## src/hw/saturn_bus_defs.svh

```systemverilog
// ******************************
// sizing macros for the nibble bus
// include wherever a width, the address
// nibble count or the phase count is needed
// ******************************

`ifndef SATURN_BUS_DEFS_SVH
`define SATURN_BUS_DEFS_SVH

// one bus transfer is a nibble
`define SATURN_NIBBLE_W 4

// full address, pc or config target
`define SATURN_ADDR_W 20

// nibbles sent after LOAD_PC / CONFIGURE
// lowest nibble goes first
`define SATURN_ADDR_NIBBLES 5

// clocks per bus cycle
// phase 0 load, phase 1 strobe, 2 and 3 idle
`define SATURN_PHASES 4

`endif
```

## src/hw/saturn_bus_ctrl_pkg.sv

```systemverilog
// ******************************
// state encoding of the bus sequencer
// also seen by the checker via o_state
// ******************************

`default_nettype none

package saturn_bus_ctrl_pkg;

  // bus release, idle, address loop,
  // trailing PC_READ after configure, reading
  typedef enum logic [2:0] {
    ST_BUS_RESET,
    ST_IDLE,
    ST_ADDR_LOOP,
    ST_SEND_PC_READ,
    ST_READING
  } seq_state_e;

endpackage

`default_nettype wire

```

## src/hw/saturn_bus_cmd_pkg.sv

```systemverilog
// ******************************
// opcodes as they appear on the bus
// sent with o_bus_cmd_data low
// ******************************

`default_nettype none

`include "saturn_bus_defs.svh"

package saturn_bus_cmd_pkg;

  // one nibble wide, same as a bus transfer
  typedef enum logic [`SATURN_NIBBLE_W-1:0] {
    BUSCMD_PC_READ   = 4'h0,
    BUSCMD_LOAD_PC   = 4'h4,
    BUSCMD_CONFIGURE = 4'h5
  } bus_cmd_e;

endpackage

`default_nettype wire

```

## src/hw/saturn_bus_ctrl.sv

```systemverilog
// ******************************
// bus controller top level
// sequencer drives driver and reader
// external pins are loose ports
// ******************************

`timescale 1ns/1ps
`default_nettype none

`include "saturn_bus_defs.svh"

module saturn_bus_ctrl (
  input  wire                          i_clk,
  input  wire                          cmd_RESET_0,
  input  wire                          i_cmd_load_pc,
  input  wire                          i_cmd_config,
  input  wire [`SATURN_ADDR_W-1:0]     i_address,
  input  wire                          i_alu_busy,
  input  wire [`SATURN_NIBBLE_W-1:0]   i_bus_data,
  output wire                          o_bus_reset,
  output wire                          o_bus_strobe,
  output wire                          o_bus_cmd_data,
  output wire [`SATURN_NIBBLE_W-1:0]   o_bus_data,
  output wire                          o_stall_alu,
  output wire [`SATURN_NIBBLE_W-1:0]   o_nibble,
  output wire                          o_nibble_valid
);

  // sequencer to driver
  wire                                  drv_load;
  wire                                  drv_is_cmd;
  wire saturn_bus_cmd_pkg::bus_cmd_e    drv_opcode;
  wire [2:0]                            drv_ptr;
  // sequencer to reader
  wire                                  rd_capture;
  // fsm state, watched by the checker
  wire saturn_bus_ctrl_pkg::seq_state_e seq_state;

  saturn_bus_sequencer u_seq (
    .i_clk         (i_clk),
    .cmd_RESET_0   (cmd_RESET_0),
    .i_cmd_load_pc (i_cmd_load_pc),
    .i_cmd_config  (i_cmd_config),
    .i_alu_busy    (i_alu_busy),
    .o_bus_reset   (o_bus_reset),
    .o_bus_strobe  (o_bus_strobe),
    .o_stall_alu   (o_stall_alu),
    .o_drv_load    (drv_load),
    .o_drv_is_cmd  (drv_is_cmd),
    .o_drv_opcode  (drv_opcode),
    .o_drv_ptr     (drv_ptr),
    .o_rd_capture  (rd_capture),
    .o_state       (seq_state)
  );

  saturn_bus_driver u_drv (
    .i_clk          (i_clk),
    .cmd_RESET_0    (cmd_RESET_0),
    .i_drv_load     (drv_load),
    .i_drv_is_cmd   (drv_is_cmd),
    .i_drv_opcode   (drv_opcode),
    .i_drv_ptr      (drv_ptr),
    .i_address      (i_address),
    .o_bus_data     (o_bus_data),
    .o_bus_cmd_data (o_bus_cmd_data)
  );

  saturn_bus_reader u_rd (
    .i_clk          (i_clk),
    .cmd_RESET_0    (cmd_RESET_0),
    .i_rd_capture   (rd_capture),
    .i_bus_data     (i_bus_data),
    .o_nibble       (o_nibble),
    .o_nibble_valid (o_nibble_valid)
  );

endmodule

`default_nettype wire

```

## src/hw/saturn_bus_reader.sv

```systemverilog
// ******************************
// read capture register
// grabs the device nibble on rd_capture
// valid pulses one clock later
// ******************************

`timescale 1ns/1ps
`default_nettype none

`include "saturn_bus_defs.svh"

module saturn_bus_reader (
  input  wire                          i_clk,
  input  wire                          cmd_RESET_0,
  input  wire                          i_rd_capture,
  input  wire [`SATURN_NIBBLE_W-1:0]   i_bus_data,
  output logic [`SATURN_NIBBLE_W-1:0]  o_nibble,
  output logic                         o_nibble_valid
);

  // last read nibble, held between captures
  always_ff @(posedge i_clk) begin
    if (i_rd_capture) begin
      o_nibble <= i_bus_data;
    end
  end

  // single clock pulse per capture
  always_ff @(posedge i_clk) begin
    if (cmd_RESET_0) begin
      o_nibble_valid <= 1'b0;
    end else begin
      o_nibble_valid <= i_rd_capture;
    end
  end

endmodule

`default_nettype wire

```

## src/hw/saturn_bus_driver.sv

```systemverilog
// ******************************
// bus output register
// loads an opcode or an address nibble
// plus the cmd/data level on drv_load
// and holds them until the next load
// ******************************

`timescale 1ns/1ps
`default_nettype none

`include "saturn_bus_defs.svh"

module saturn_bus_driver (
  input  wire                                i_clk,
  input  wire                                cmd_RESET_0,
  input  wire                                i_drv_load,
  input  wire                                i_drv_is_cmd,
  input  wire saturn_bus_cmd_pkg::bus_cmd_e  i_drv_opcode,
  input  wire [2:0]                          i_drv_ptr,
  input  wire [`SATURN_ADDR_W-1:0]           i_address,
  output logic [`SATURN_NIBBLE_W-1:0]        o_bus_data,
  output logic                               o_bus_cmd_data
);

  logic [`SATURN_NIBBLE_W-1:0] addr_nib;

  // address nibble picked by the sequencer pointer
  // ptr 0 is the lowest nibble
  assign addr_nib = i_address[i_drv_ptr * `SATURN_NIBBLE_W +: `SATURN_NIBBLE_W];

  // nibble payload
  always_ff @(posedge i_clk) begin
    if (i_drv_load) begin
      if (i_drv_is_cmd) begin
        o_bus_data <= i_drv_opcode;
      end else begin
        o_bus_data <= addr_nib;
      end
    end
  end

  // level: low for opcodes, high for anything else
  always_ff @(posedge i_clk) begin
    if (cmd_RESET_0) begin
      o_bus_cmd_data <= 1'b0;
    end else if (i_drv_load) begin
      o_bus_cmd_data <= !i_drv_is_cmd;
    end
  end

endmodule

`default_nettype wire

```

## src/hw/saturn_bus_sequencer.sv

```systemverilog
// ******************************
// control half of the bus controller
// counts bus phases, runs the command FSM,
// owns strobe, stall and nibble selection
// driver and reader follow its pulses
// ******************************

`timescale 1ns/1ps
`default_nettype none

`include "saturn_bus_defs.svh"

module saturn_bus_sequencer (
  input  wire                                i_clk,
  input  wire                                cmd_RESET_0,
  input  wire                                i_cmd_load_pc,
  input  wire                                i_cmd_config,
  input  wire                                i_alu_busy,
  output logic                               o_bus_reset,
  output logic                               o_bus_strobe,
  output logic                               o_stall_alu,
  output logic                               o_drv_load,
  output logic                               o_drv_is_cmd,
  output saturn_bus_cmd_pkg::bus_cmd_e       o_drv_opcode,
  output logic [2:0]                         o_drv_ptr,
  output logic                               o_rd_capture,
  output saturn_bus_ctrl_pkg::seq_state_e    o_state
);

  localparam int PH_W = $clog2(`SATURN_PHASES);
  localparam logic [PH_W-1:0] PH_LAST = PH_W'(`SATURN_PHASES - 1);
  // ptr value once every address nibble is out
  localparam logic [2:0] PTR_END = 3'(`SATURN_ADDR_NIBBLES);

  logic [PH_W-1:0]                 phase;
  saturn_bus_ctrl_pkg::seq_state_e state;
  saturn_bus_cmd_pkg::bus_cmd_e    cur_cmd;
  saturn_bus_cmd_pkg::bus_cmd_e    acc_cmd;
  logic [2:0]                      ptr;

  logic ph0;
  logic ph1;
  logic ph3;
  logic can_accept;
  logic accept;
  logic start_go;
  logic loop_send;
  logic loop_done;
  logic pcr_send;
  logic read_go;
  logic xfer_go;

  // phase decode
  assign ph0 = (phase == '0);
  assign ph1 = (phase == PH_W'(1));
  assign ph3 = (phase == PH_LAST);

  // commands only land between transfers
  assign can_accept = (state == saturn_bus_ctrl_pkg::ST_IDLE) ||
                      (state == saturn_bus_ctrl_pkg::ST_READING);
  assign accept     = ph0 && can_accept && (i_cmd_load_pc || i_cmd_config);

  // load_pc wins if both are up
  always_comb begin
    if (i_cmd_load_pc) begin
      acc_cmd = saturn_bus_cmd_pkg::BUSCMD_LOAD_PC;
    end else begin
      acc_cmd = saturn_bus_cmd_pkg::BUSCMD_CONFIGURE;
    end
  end

  // per-cycle transfer kinds, all decided at phase 0
  assign start_go  = ph0 && (state == saturn_bus_ctrl_pkg::ST_BUS_RESET);
  assign loop_send = ph0 && (state == saturn_bus_ctrl_pkg::ST_ADDR_LOOP) && (ptr < PTR_END);
  assign pcr_send  = ph0 && (state == saturn_bus_ctrl_pkg::ST_SEND_PC_READ);
  // read only if the alu is not busy at phase 0
  assign read_go   = ph0 && (state == saturn_bus_ctrl_pkg::ST_READING) && !accept &&
                     !i_alu_busy;
  assign xfer_go   = start_go || accept || loop_send || pcr_send || read_go;

  // last address nibble went out this cycle
  assign loop_done = ph3 && (state == saturn_bus_ctrl_pkg::ST_ADDR_LOOP) && (ptr == PTR_END);

  // driver side, sampled on the phase 0 edge
  // startup strobe carries no nibble
  assign o_drv_load   = accept || loop_send || pcr_send || read_go;
  assign o_drv_is_cmd = accept || pcr_send;
  assign o_drv_ptr    = ptr;

  always_comb begin
    if (pcr_send) begin
      o_drv_opcode = saturn_bus_cmd_pkg::BUSCMD_PC_READ;
    end else begin
      o_drv_opcode = acc_cmd;
    end
  end

  // device answers while the read strobe is up
  assign o_rd_capture = ph1 && o_bus_strobe && (state == saturn_bus_ctrl_pkg::ST_READING);
  assign o_state      = state;

  // free running phase counter
  always_ff @(posedge i_clk) begin
    if (cmd_RESET_0) begin
      phase <= '0;
    end else if (ph3) begin
      phase <= '0;
    end else begin
      phase <= phase + 1'b1;
    end
  end

  always_ff @(posedge i_clk) begin
    if (cmd_RESET_0) begin
      state        <= saturn_bus_ctrl_pkg::ST_BUS_RESET;
      cur_cmd      <= saturn_bus_cmd_pkg::BUSCMD_PC_READ;
      ptr          <= '0;
      o_bus_strobe <= 1'b0;
      o_bus_reset  <= 1'b1;
      o_stall_alu  <= 1'b1;
    end else begin
      // strobe set on phase 0 edge, so it covers phase 1 only
      o_bus_strobe <= xfer_go;
      case (state)
        saturn_bus_ctrl_pkg::ST_BUS_RESET: begin
          // release after the empty startup strobe
          if (ph1) begin
            o_bus_reset <= 1'b0;
            o_stall_alu <= 1'b0;
            state       <= saturn_bus_ctrl_pkg::ST_IDLE;
          end
        end
        saturn_bus_ctrl_pkg::ST_IDLE,
        saturn_bus_ctrl_pkg::ST_READING: begin
          if (accept) begin
            cur_cmd     <= acc_cmd;
            ptr         <= '0;
            o_stall_alu <= 1'b1;
            state       <= saturn_bus_ctrl_pkg::ST_ADDR_LOOP;
          end
        end
        saturn_bus_ctrl_pkg::ST_ADDR_LOOP: begin
          // ptr counts nibbles already sent
          if (loop_send) begin
            ptr <= ptr + 3'd1;
          end
          if (loop_done) begin
            ptr <= '0;
            if (cur_cmd == saturn_bus_cmd_pkg::BUSCMD_CONFIGURE) begin
              state <= saturn_bus_ctrl_pkg::ST_SEND_PC_READ;
            end else begin
              // load_pc switches to pc reads on its own
              o_stall_alu <= 1'b0;
              state       <= saturn_bus_ctrl_pkg::ST_READING;
            end
          end
        end
        saturn_bus_ctrl_pkg::ST_SEND_PC_READ: begin
          // PC_READ opcode went out at phase 0
          if (ph3) begin
            o_stall_alu <= 1'b0;
            state       <= saturn_bus_ctrl_pkg::ST_READING;
          end
        end
        default: begin
          state <= saturn_bus_ctrl_pkg::ST_IDLE;
        end
      endcase
    end
  end

endmodule

`default_nettype wire

```

## config.mk

```make
export PLATFORM = sky130hd
export DESIGN_NAME = saturn_bus_ctrl
export DESIGN_NICKNAME = d
export VERILOG_FILES = /design/src/hw/saturn_bus_ctrl_pkg.sv /design/src/hw/saturn_bus_cmd_pkg.sv /design/src/hw/saturn_bus_ctrl.sv /design/src/hw/saturn_bus_reader.sv /design/src/hw/saturn_bus_driver.sv /design/src/hw/saturn_bus_sequencer.sv
export VERILOG_INCLUDE_DIRS = /design/src /design/src/hw
export SDC_FILE = /design/constraint.sdc
export NUM_CORES = 1
export LEC_CHECK = 0
export ABC_AREA = 1
export BUFFER_PORTS_ARGS = -buffer_cell sky130_fd_sc_hd__clkbuf_2
export CAP_MARGIN = 20
export CORE_UTILIZATION = 54
export DETAILED_ROUTE_END_ITERATION = 8
export GPL_ROUTABILITY_DRIVEN = 0
export PLACE_DENSITY = 0.84
export SETUP_SLACK_MARGIN = 0.2
export SLEW_MARGIN = 15
export SYNTH_ARGS = -nofsm -noshare
export SYNTH_HDL_FRONTEND = slang
export SYNTH_SLANG_ARGS = --single-unit
```

## constraint.sdc

```tcl
create_clock -name i_clk -period 3 [get_ports i_clk]
set_input_delay 0.6 -clock i_clk [delete_from_list [all_inputs] [get_ports i_clk]]
set_output_delay 0.6 -clock i_clk [all_outputs]
set_load 0.02 [all_outputs]
```

After elaboration in Yosys (flattened, before gate mapping) --
Cells that the tools add are included.
Word-level totals: register bits 25, latch bits 0, RAM bits 0, memory bits (read-only) 0, input bits 29, output and inout bits 13, memories kept 0
Cells by class: add/subtract/negate cells 2, multiply operators 0, divide/modulo/power cells 0, order comparisons 1, equal/unequal tests 14, shift operators 1, mux-type cells 19, bitwise gates (word level) 0, reductions and logical operators 37
Operators by type and width (count):
- 3-bit two-way mux | 9
- 20-bit by 6-bit indexed part select with 4-bit output | 1
- 1-bit logical AND | 13
- 3-bit one-hot mux with 4 select lines | 1
- 1-bit logical OR | 10
- 2-bit by 1-bit != test with 1-bit output (second input constant) | 4
- 3-bit by 2-bit == test with 1-bit output (second input constant) | 2
- 3-bit == test (second input constant) | 2
- 1-bit two-way mux | 6
- 3-bit one-hot mux with 2 select lines | 1
- 6-bit AND reduction | 1
- 4-bit by 3-bit == test with 1-bit output (second input constant) | 1
- 4-bit two-way mux | 1
- 1-bit one-hot mux with 4 select lines | 1
- 2-bit AND reduction | 2
- 4-bit AND reduction | 1
- 4-bit nonzero test | 1
- 2-bit OR reduction | 2
- 3-bit by 1-bit adder with 3-bit output (second input constant) | 1
- 3-bit by 1-bit == test with 1-bit output (second input constant) | 1
- 1-bit zero test | 3
- 3-bit zero test | 1
- 3-bit < comparator (second input constant) | 1
- 3-bit by 1-bit != test with 1-bit output (second input constant) | 1
- other kinds (7) | 7

Logic depth before layout (Yosys ltp) --
Gate-level depths: netlist of the first run.
depth in word-level cells 8, depth in mapped cells 10, depth with buffers taken out 10

By module --
Synthesis of the first run repeated with hierarchy kept, for this count alone.
Unflattened totals: cell total of the unflattened synthesis 199, area, all modules 1411.4 um^2
By module, submodules not included:
- saturn_bus_sequencer | instances 1, cells each 127, area an instance 860.8 um^2, sequential area each 260.2 um^2
- saturn_bus_driver | instances 1, cells each 65, area an instance 400.4 um^2, sequential area each 140.1 um^2
- saturn_bus_reader | instances 1, cells each 7, area an instance 150.1 um^2, sequential area each 140.1 um^2

Least setup slack after synthesis of the first run --
No wires, ideal clock.
path type input port to flip-flop, start point in i_cmd_load_pc, end point reg u_drv.o_bus_data[0] (enable), setup time 0.254 ns, arrival time 1.356 ns, path slack 1.389 ns, stages 6, buffers on the path 0, cells stage by stage o21ai_1 inv_1 nand2_4 nand2_2 nor2_1 inv_1
Between the ends: longest elaborated chain between the ends 6, elaborated cells between the ends (all ways) 8, classes of those cells reduce/logical (8)
RTL lines:
- start, declared | line saturn_bus_ctrl.sv:15 | input wire i_cmd_load_pc,
- 1-bit logical OR * | line saturn_bus_sequencer.sv:61 | assign accept = ph0 && can_accept && (i_cmd_load_pc || i_cmd_config);
- 1-bit logical AND * | line saturn_bus_sequencer.sv:61
- 1-bit zero test | line saturn_bus_sequencer.sv:77 | assign read_go = ph0 && (state == saturn_bus_ctrl_pkg::ST_READING) && !accept &&
- 1-bit logical AND (2 in a row) | line saturn_bus_sequencer.sv:77
- 1-bit logical OR * | line saturn_bus_sequencer.sv:86 | assign o_drv_load = accept || loop_send || pcr_send || read_go;
- net drv_load | line saturn_bus_ctrl.sv:30 | wire drv_load;
- end signal, assigned | line saturn_bus_driver.sv:35 | o_bus_data <= i_drv_opcode;
- end signal, assigned | line saturn_bus_driver.sv:37 | o_bus_data <= addr_nib;
- end, declared | line saturn_bus_driver.sv:21 | output logic [`SATURN_NIBBLE_W-1:0] o_bus_data,
The timed path passes the listed nets; every way through them passes the cells marked *. A chain may end at the register's enable or synchronous reset.

Worst setup path after layout of the first run --
start point reg u_seq.phase[0], end point reg u_drv.o_bus_data[3] (enable)
Between the ends: longest elaborated chain between the ends 7, elaborated cells between the ends (all ways) 13, classes of those cells reduce/logical (13)
RTL lines:
- start, declared | line saturn_bus_sequencer.sv:35 | logic [PH_W-1:0] phase;
- start signal, assigned | line saturn_bus_sequencer.sv:109 | phase <= phase + 1'b1;
- 2-bit zero test * | line saturn_bus_sequencer.sv:54 | assign ph0 = (phase == '0);
- 1-bit logical AND (2 in a row) | line saturn_bus_sequencer.sv:61
- 1-bit zero test | line saturn_bus_sequencer.sv:77
- 1-bit logical AND (2 in a row) | line saturn_bus_sequencer.sv:77
- 1-bit logical OR * | line saturn_bus_sequencer.sv:86
- net drv_load | line saturn_bus_ctrl.sv:30
Marked as above.

==> results of run 1 <==
[layer usage]
layer	track usage [%]	part of all wire [%]
met2	48.5	51
met1	29.8	41
met4	12.2	2.3
met3	3.51	5.9
met5	0	0
[layout by cell type (no fill, tap or decap), drive strengths merged]
cell	n
nand3	16
a21oi	8
or2	1
o21ai	12
nor4	1
inv	17
a31oi	1
dfxtp	15
nor2	36
clkbuf	44
xor2	1
nand4	1
nor3b	1
edfxtp	8
nand2	40
clkinv	2
ha	5
o22ai	2
nor3	4
[power breakdown]
| group | leakage [µW] | internal [µW] | switching, µW | total, µW |
|---|---|---|---|---|
| registers | 0.000197 | 423 | 78.5 | 502 |
| clock network | 0.0000177 | 49.9 | 94.1 | 144 |
| logic | 0.000581 | 249 | 460 | 708 |
| total | 0.000796 | 722 | 632 | 1350 |
[synth_stat cells]
cell type and count:
o22ai_1 2, nand3_2 3, inv_1 14, a21oi_2 1
ha_1 5, o21ai_1 2, or2_4 1, a31oi_1 1
inv_2 3, nand2_4 4, clkinv_1 1, nand4_1 1
nand3_4 1, nor3b_1 1, nor2_4 4, edfxtp_1 8
nor3_2 1, buf_4 2, a21oi_1 7, nor2_2 2
nor2_1 30, xor2_1 1, nor3_1 3, clkbuf_1 1
nor4_1 1, dfxtp_1 15, nand2_1 34, o21ai_0 10
nand3_1 12, nand2_2 2
[state kept, by name, summed over array words and instances, names as in the netlist]
register / cells
u_seq.o_bus_strobe: 1
u_rd.o_nibble: 4
u_rd.o_nibble_valid: 1
u_seq.cur_cmd: 2
u_seq.o_drv_ptr: 3
u_seq.o_state: 3
u_seq.phase: 2
u_seq.o_bus_reset: 1
u_drv.o_bus_cmd_data: 1
u_drv.o_bus_data: 4
u_seq.o_stall_alu: 1
[stage by stage]
step	util, %	hold WS [ns]	power [µW]
6_report	69.7	0.453	1350
5_1_grt	69.7	0.444	1460
4_1_cts	69.7	0.450	1350
3_5_place_dp	68.5	0.446	1200
3_3_place_gp	68.5	0.435	1180
2_1_floorplan	-	0.439	1040
[worst max-delay path, cell delays in order, from the launching register on]
cell	delay, ns
dfxtp_1	0.40
inv_1	0.06
ha_1	0.26
o21ai_1	0.23
inv_1	0.13
nand2_4	0.12
nand2_2	0.08
nor2_1	0.14
inv_1	0.11
[kinds of logic after synthesis]
family	Yosys count
AND/OR/NAND/NOR	100
AO/OA/AOI/OAI	23
flip-flops	23
buffers and inverters	21
adder cells (fa/ha/maj)	5
XOR/XNOR	1
[worst min-delay path by stage]
stage                            from                end  slack, ns
global route            i_bus_data[0]   u_rd.o_nibble[0]       0.44
CTS                     i_bus_data[0]   u_rd.o_nibble[0]       0.45
finish                  i_bus_data[0]   u_rd.o_nibble[0]       0.45
global placement    u_seq.o_stall_alu  u_seq.o_stall_alu       0.44
detailed placement  u_seq.o_stall_alu  u_seq.o_stall_alu       0.45
floorplan            u_seq.cur_cmd[2]   u_seq.cur_cmd[2]       0.44
[cell type report]
type                       count  area [µm²]  share of cell area (%)
tap                           28        35.0                    2.21
sequential                    23         541                    34.1
clock inverter                 1        5.00                   0.315
timing repair buffer          41         205                    12.9
clock buffer                   3        22.5                    1.42
multi-input combinational    129         711                    44.8
inverter                      18        67.6                    4.26
==> reports/qor.yml, run 1 <==
status: "finished, final reports clean"
crit_path_max_fanout: 5
cp_data_arrival_time_ns: 1.86
yosysSeqAreaShare_pct: 40.4
worst_slew_pin_slew_ns: 0.624
track_usage_pct: 26.4
cts_buffer_depth: 2
relSlewSlack_pct: 58.1
crit_required_ns: 3.08
skew_ns: 0.000796
via_count: 1333
grt_pass1_vias: 1342
post-synth-top-area-fraction_pct: 22.5
setup_viol: 0
io_buffer_count: 41
ys_ff_latch: 23
clkTransAtPathRegs_ns: 0.12
synth_top_family_by_area: "simple AND/OR/NAND/NOR gates"
cts_tree: "built"
ys_types: 30
reg2reg_depth: 8
synth_area_mm2: 0.00134
synth_simple_gate_area_share_pct: 38.6
synth_cells: 173
drive_above_1_share_pct: 31.2
power.density_mw_per_mm2: 854
r2r-end: "u_drv.o_bus_data[3]"
drcViolationCount: 0
placedCellCount: 239
crit_type: "reg -> reg"
gr-total-overflow: 0
antenna_found_initial: 0
yosysTopAreaCell: "dfxtp_1"
rrSetupSlack_ns: 1.22
cp-end-kind: "flip-flop"
fin_crit_ns: 1.78
drv_slew: 0
stdcell_area_mm2: 0.00159
post-place-ws_ns: 1.15
syn_avg_cell_area_um2: 7.73
post-cts-setup-buffers: 0
cp-start-kind: "flip-flop"
placed_area_mm2: 0.00156
p_leak_uw: 0.000796
postCtsHoldBufs: 0
h-tree-depth: 1
routed_wl_mm: 3.07
clkSinkCount: 23
max_cap_viol_count: 0
rsz0062_at_grt: "no"
cts_buffers: 3
die_h_um: 51.8
setup_slack_ns: 1.22
via_per_inst: 5.49
hold_viol: 0
fillers: 193
insertion_delay_ns: 0.31
ant_nets: 0
peakVddDrop_v: 0.000621
synth.area.top_cells: "dfxtp_1, edfxtp_1, nand2_1, nor2_1, ha_1"
die_x_um: 51.8
synth_compound_gate_area_share_pct: 9.17
syn-num-nets: 207
grt_pass1_wl_mm: 5.29
row_count: 17
die_area_mm2: 0.00268
dp_hpwl_mm: 2.42
avgRoutedWirePerCell_um: 12.6
grt_max_degree: 14
tns_ns: 0
start_util_pct: 58.8
ios: 42
cts_resized: 0
synthMuxAreaShare_pct: 0
min_path_type: "in -> reg"
diodes: 0
layoutNonFillerInstCount: 243
achievable-frequency_mhz: 561
yosys_warnings: 0
dr.pass1.iters: 4
fin_nets: 250
detail_route.iter0.violations: 38
yosys.area_share.adder_pct: 4.68
cts-root-buf: "clkbuf_4"
area_growth_pct: 18.6
core_mm2: 0.00228
synth_xor_area_share_pct: 0.655
hold_path_depth: 1
period_share_pct: 59.4
critPathLaunch: "u_seq.phase[0]"
r2r_start: "u_seq.phase[0]"
critPathCapture: "u_drv.o_bus_data[3]"
No activity file was read; power rests on OpenSTA's default activity.
==> inputs of run 2 (changes only) <==
--- a/config.mk
+++ b/config.mk
@@ -9,10 +9,10 @@
 export ABC_AREA = 1
 export BUFFER_PORTS_ARGS = -buffer_cell sky130_fd_sc_hd__clkbuf_2
 export CAP_MARGIN = 20
-export CORE_UTILIZATION = 54
+export CORE_UTILIZATION = 50
 export DETAILED_ROUTE_END_ITERATION = 8
 export GPL_ROUTABILITY_DRIVEN = 0
-export PLACE_DENSITY = 0.84
+export PLACE_DENSITY = 0.78
 export SETUP_SLACK_MARGIN = 0.2
 export SLEW_MARGIN = 15
 export SYNTH_ARGS = -nofsm -noshare
==> constraint.sdc (replaced) <==
create_clock -name i_clk -period 1.8 [get_ports i_clk]
set_input_delay 0.36 -clock i_clk [delete_from_list [all_inputs] [get_ports i_clk]]
set_output_delay 0.36 -clock i_clk [all_outputs]
set_load 0.02 [all_outputs]
==> run 2 against run 1 <==
Effect of this change:
- final cell count grew 2.1%
- non-clock buffer count increased by 3
- power rose by 69%
- hold slack worse by 0.23 ns
- via count decreased by 1.7%
- combinational power up 74%
- first-iteration DRC count increased by 7.9%
- critical endpoint is now u_drv.o_bus_data[2]
==> reports/qor.yml, run 2 (synthesis gave the netlist of run 1 again) <==
ios: 42
worst_slew_pin_slew_ns: 0.352
die_area_mm2: 0.00289
tns_ns: 0
start_util_pct: 53.5
period_share_pct: 82.7
grt_max_degree: 13
cp-start-kind: "flip-flop"
min_path_type: "in -> reg"
setup_viol: 0
cts_buffers: 3
power_frac_seq_pct: 35.7
crit_path_max_fanout: 5
die_h_um: 53.7
insertion_delay_ns: 0.31
crit_type: "reg -> reg"
pwr-share-comb_pct: 54.0
dp_hpwl_mm: 2.41
row_count: 18
die_x_um: 53.7
drv_slew: 0
post-route-util_pct: 65.1
grt_pass1_vias: 1175
detail_route.iter0.violations: 41
skew_ns: 0.00221
routed_wl_mm: 2.95
cp_data_arrival_time_ns: 1.52
top_regs: "u_drv.o_bus_data (4), u_rd.o_nibble (4)"
cts_tree: "built"
critPathSlowestCell: "dfxtp_1"
final_common_cell: "clkbuf_2"
h-tree-depth: 1
clkTransAtPathRegs_ns: 0.12
cp_slowest_stage_delay_ns: 0.33
p_leak_uw: 0.000810
clkSinkCount: 23
max_cap_viol_count: 0
core_mm2: 0.00250
io_buffer_count: 41
swShare_pct: 45.8
drive_above_1_share_pct: 35.3
power_switching_uw: 1050
p_int_uw: 1240
fillers: 222
rsz0062_at_grt: "no"
ant_nets: 0
grt_pass1_wl_mm: 4.89
cts-root-buf: "clkbuf_4"
crit_top_cell: "inv_1"
cp_cell_sequence: "inv_1 > ha_2 > o21ai_2 > inv_1 > nand2_4 > nand2_2 > nor2_2 > inv_1"
drcViolationCount: 0
track_usage_pct: 23.3
cts_buffer_depth: 2
diodes: 0
gr-total-overflow: 0
p_clk_share_pct: 10.4
cp-end-kind: "flip-flop"
hold_viol: 0
area_growth_pct: 21.7
peakVddDrop_v: 0.000809
via_per_inst: 5.29
power.density_mw_per_mm2: 1400
antenna_found_initial: 0
avgRoutedWirePerCell_um: 11.9
relSlewSlack_pct: 76.4
fin_nets: 253
status: "finished, final reports clean"
fin_crit_ns: 1.49
crit_required_ns: 1.83
via_count: 1311
dr.pass1.iters: 4
achievable-frequency_mhz: 672
final_cell_mix: "clkbuf_2, nand2_1, nor2_1, inv_1"
## run 2: final cells by class
cell class	count	area (µm²)	share of cell area (%)
Clock buffer	4	26.3	1.61
Inverter	18	67.6	4.15
Multi-Input combinational cell	129	724	44.5
Sequential cell	23	544	33.4
Tap cell	30	37.5	2.31
Timing Repair Buffer	44	228	14.0
## run 2: worst max-delay path, delay by kind of cell (launching register included)
family	cells	cell delay, ns
compound gates	1	0.08
simple gates	3	0.23
flops	1	0.33
fa+ha+maj	1	0.24
buf+inv	3	0.31
## run 2: layer usage
layer	vias to the layer above	global-route usage [%]	share of wire [%]
li1	660	-	-
met1	587	28.2	42
met2	57	41.4	51
met3	7	3.67	5.8
met4	0	7.46	1.2
met5	-	0	0
## run 2: what timing repair did
| item | 4_1_cts | 5_1_grt |
|---|---|---|
| hold buffers | 0 | 0 |
| pin swaps | 0 | 0 |
| endpoints found under the setup margin | 7 | 13 |
| buffers inserted | 0 | 0 |
| resized for setup | 3 | 6 |
## run 2: final timing paths
path / startpoint / slack (ns) / cells after the start / to
max: u_seq.phase[1] / 0.31 / 8 / u_drv.o_bus_data[2]
min: i_bus_data[1] / 0.22 / 1 / u_rd.o_nibble[1]
max reg2reg: u_seq.phase[1] / 0.31 / 8 / u_drv.o_bus_data[2]
min reg2reg: u_seq.o_stall_alu / 0.45 / 2 / u_seq.o_stall_alu
## run 2: stage by stage
step | hold slack (ns) | instances | power (µW) | worst slack [ns] | instance area [µm²]
2_1_floorplan | 0.439 | 173 | 1740 | 0.238 | 1340
3_3_place_gp | 0.434 | 244 | 1990 | 0.193 | 1580
3_5_place_dp | 0.432 | 244 | 2020 | 0.153 | 1580
4_1_cts | 0.217 | 248 | 2260 | 0.216 | 1620
5_1_grt | 0.211 | 248 | 2480 | 0.203 | 1630
6_report | 0.221 | 248 | 2280 | 0.312 | 1630
## run 2: power groups by stage
stage | Sequential, µW | Combinational, µW | Clock (µW)
finish | 814 | 1230 | 236
global placement | 815 | 1180 | 0
detailed placement | 823 | 1200 | 0
global route | 833 | 1390 | 259
CTS | 811 | 1210 | 240
floorplan | 905 | 831 | 0
==> inputs of run 3 (changes only) <==
--- a/config.mk
+++ b/config.mk
@@ -6,13 +6,13 @@
 export SDC_FILE = /design/constraint.sdc
 export NUM_CORES = 1
 export LEC_CHECK = 0
-export ABC_AREA = 1
+export ABC_AREA = 0
 export BUFFER_PORTS_ARGS = -buffer_cell sky130_fd_sc_hd__clkbuf_2
 export CAP_MARGIN = 20
-export CORE_UTILIZATION = 50
+export CORE_UTILIZATION = 51
 export DETAILED_ROUTE_END_ITERATION = 8
 export GPL_ROUTABILITY_DRIVEN = 0
-export PLACE_DENSITY = 0.78
+export PLACE_DENSITY = 0.79
 export SETUP_SLACK_MARGIN = 0.2
 export SLEW_MARGIN = 15
 export SYNTH_ARGS = -nofsm -noshare
==> constraint.sdc (replaced) <==
create_clock -name i_clk -period 1.4 [get_ports i_clk]
set_input_delay 0.28 -clock i_clk [delete_from_list [all_inputs] [get_ports i_clk]]
set_output_delay 0.28 -clock i_clk [all_outputs]
set_load 0.02 [all_outputs]
==> run 3 against run 2 <==
Effect of this change:
- via count up 17%
- power up 28%
- non-clock buffer count up 43
- utilization up 23 points
- largest cell class unchanged
- synthesized cell count down 25%
- clock skew down 0.00076 ns
- synthesized area up 4.0%
- the flow now finishes with violations (setup timing)
- sequential cell count unchanged
- sequential power up 18%
- final cell count down 2.4%
- maximum frequency down 8.5%
==> reports/qor.yml, run 3 <==
status: "finished, violations left"
violations: "setup timing"
core_mm2: 0.00252
post-route-util_pct: 88.3
setup_viol: 21
start_util_pct: 55.2
achievable-frequency_mhz: 615
ant_nets: 0
synth_ff_type: "dfxtp_1"
layoutNonFillerInstCount: 242
placedCellCount: 221
row_count: 18
die_area_mm2: 0.00294
power.density_mw_per_mm2: 1320
crit_type: "reg -> reg"
via_count: 1530
peakVddDrop_v: 0.00141
min_path_type: "in -> reg"
die_x_um: 54.2
final_cell_mix: "clkbuf_2, buf_4, buf_6, edfxtp_1"
drive_above_1_share_pct: 68.9
synth.most_common_cell: "dfxtp_1"
worst_slew_pin_slew_ns: 0.352
syn-num-nets: 164
die_h_um: 54.2
area_growth_pct: 60.1
synth_cells: 130
crit_required_ns: 1.48
ios: 42
p_leak_uw: 0.000922
yosys_warnings: 0
relSlewSlack_pct: 76.1
cts-root-buf: "clkbuf_4"
via_per_inst: 6.32
antenna_found_initial: 0
cp-start-kind: "flip-flop"
setup_slack_ns: -0.227
postCtsHoldBufs: 0
grt_max_degree: 13
synthTopCellsByCount: "dfxtp_1, edfxtp_1, nand2_1, nor2_1, nand3_1"
cts_tree: "built"
gr-total-overflow: 0
register_area_um2: 564
cp_slowest_stage_delay_ns: 0.50
top_regs: "u_drv.o_bus_data (4), u_rd.o_nibble (4)"
insertion_delay_ns: 0.32
synth_area_mm2: 0.00139
track_usage_pct: 30.0
detail_route.iter0.violations: 44
grt_pass1_wl_mm: 6.14
skew_ns: 0.00145
worst-path-buf-inv: 0
fin_nets: 247
post-place-ws_ns: -0.196
routed_wl_mm: 5.15
grt_pass1_vias: 1345
cp_data_arrival_time_ns: 1.71
clkSinkCount: 23
async_flop_share_pct: 0
yosysTopAreaCell: "dfxtp_1"
rrSetupSlack_ns: -0.23
io_buffer_count: 41
drv_slew: 0
cp_cell_sequence: "mux4_2 > nor2b_1 > a311oi_2 > a31oi_1"
multi_input_area_um2: 962
ys_ff_latch: 23
crit_path_max_fanout: 4
synth.area.top_cells: "dfxtp_1, edfxtp_1, mux4_2, ha_1, buf_6"
critPathSlowestCell: "mux4_2"
clkTransAtPathRegs_ns: 0.13
avgRoutedWirePerCell_um: 21.3
fillers: 128
fin_crit_ns: 1.63
tns_ns: -2.22
max_cap_viol_count: 0
period_share_pct: 116
crit_family: "multiplexers"
diodes: 0
cts_buffer_depth: 2
syn_avg_cell_area_um2: 10.7
yosysSeqAreaShare_pct: 38.8
cts_buffers: 3
h-tree-depth: 1
hold_viol: 0
post-synth-top-area-fraction_pct: 21.6
cp-end-kind: "flip-flop"
rsz0062_at_grt: "yes"
ys_types: 48
dp_hpwl_mm: 2.60
synth-edff-count: 8
drcViolationCount: 0
dr.pass1.iters: 4
## run 3: cell count changes after synthesis, moves of 4 or more
| cell | previous run | this run |
|---|---|---|
| a21oi_1 | 7 | 3 |
| buf_6 | 0 | 4 |
| inv_1 | 14 | 5 |
| mux4_2 | 0 | 4 |
| nand2_1 | 34 | 8 |
| nand2_4 | 4 | 0 |
| nand2b_1 | 0 | 4 |
| nand3_1 | 12 | 6 |
| nor2_1 | 30 | 8 |
| nor2_4 | 4 | 0 |
| o21ai_0 | 10 | 3 |
## run 3: cells by family after synthesis
group,Yosys count,synth area share [%]
adder cells (fa/ha/maj),5,4.50
AND/OR/NAND/NOR,51,22.8
flip-flops,23,38.8
buffers and inverters,14,6.29
multiplexers,4,6.48
AO/OA/AOI/OAI,33,21.0
## run 3: area by class of cell
class	count	area share [%]
Multi-Input combinational cell	93	43.2
Timing Repair Buffer	87	27.5
Sequential cell	23	25.3
Tap cell	30	1.69
Clock buffer	4	1.18
Inverter	5	1.07
## run 3: timing repair
| action | 4_1_cts | 5_1_grt |
|---|---|---|
| setup endpoints to repair | 25 | 32 |
| setup buffers | 13 | 4 |
| gates cloned | 0 | 0 |
| pin swaps | 16 | 11 |
| gates resized for setup | 33 | 25 |
| endpoints found under the hold margin | 0 | 0 |
## run 3: per-stage QoR
step / hold slack (ns) / area [µm²] / power (µW)
floorplan: 0.372 / 1470 / 1720
global placement: 0.433 / 1850 / 2040
detailed placement: 0.437 / 1850 / 2080
CTS: 0.128 / 2120 / 2640
global route: 0.115 / 2230 / 3040
finish: 0.122 / 2230 / 2930
## run 3: worst paths after layout
path | to | cells after the start | from
max | u_drv.o_bus_data[2] | 4 | u_seq.o_drv_ptr[0]
min | u_rd.o_nibble[0] | 1 | i_bus_data[0]
max reg2reg | u_drv.o_bus_data[2] | 4 | u_seq.o_drv_ptr[0]
min reg2reg | u_drv.o_bus_cmd_data | 2 | u_drv.o_bus_cmd_data
## run 3: power breakdown
group	switching [µW]	internal (µW)	total (µW)	leakage [µW]
logic	813	827	1640	0.000707
clock network	219	112	331	0.0000150
registers	120	838	958	0.000200
## run 3: per-layer routing
layer	share of wire, %	up-vias	track usage (%)
met5	0	-	0
met1	34	725	33.3
li1	-	654	-
met4	6.0	0	18.8
met2	51	121	53.3
met3	8.5	30	4.17
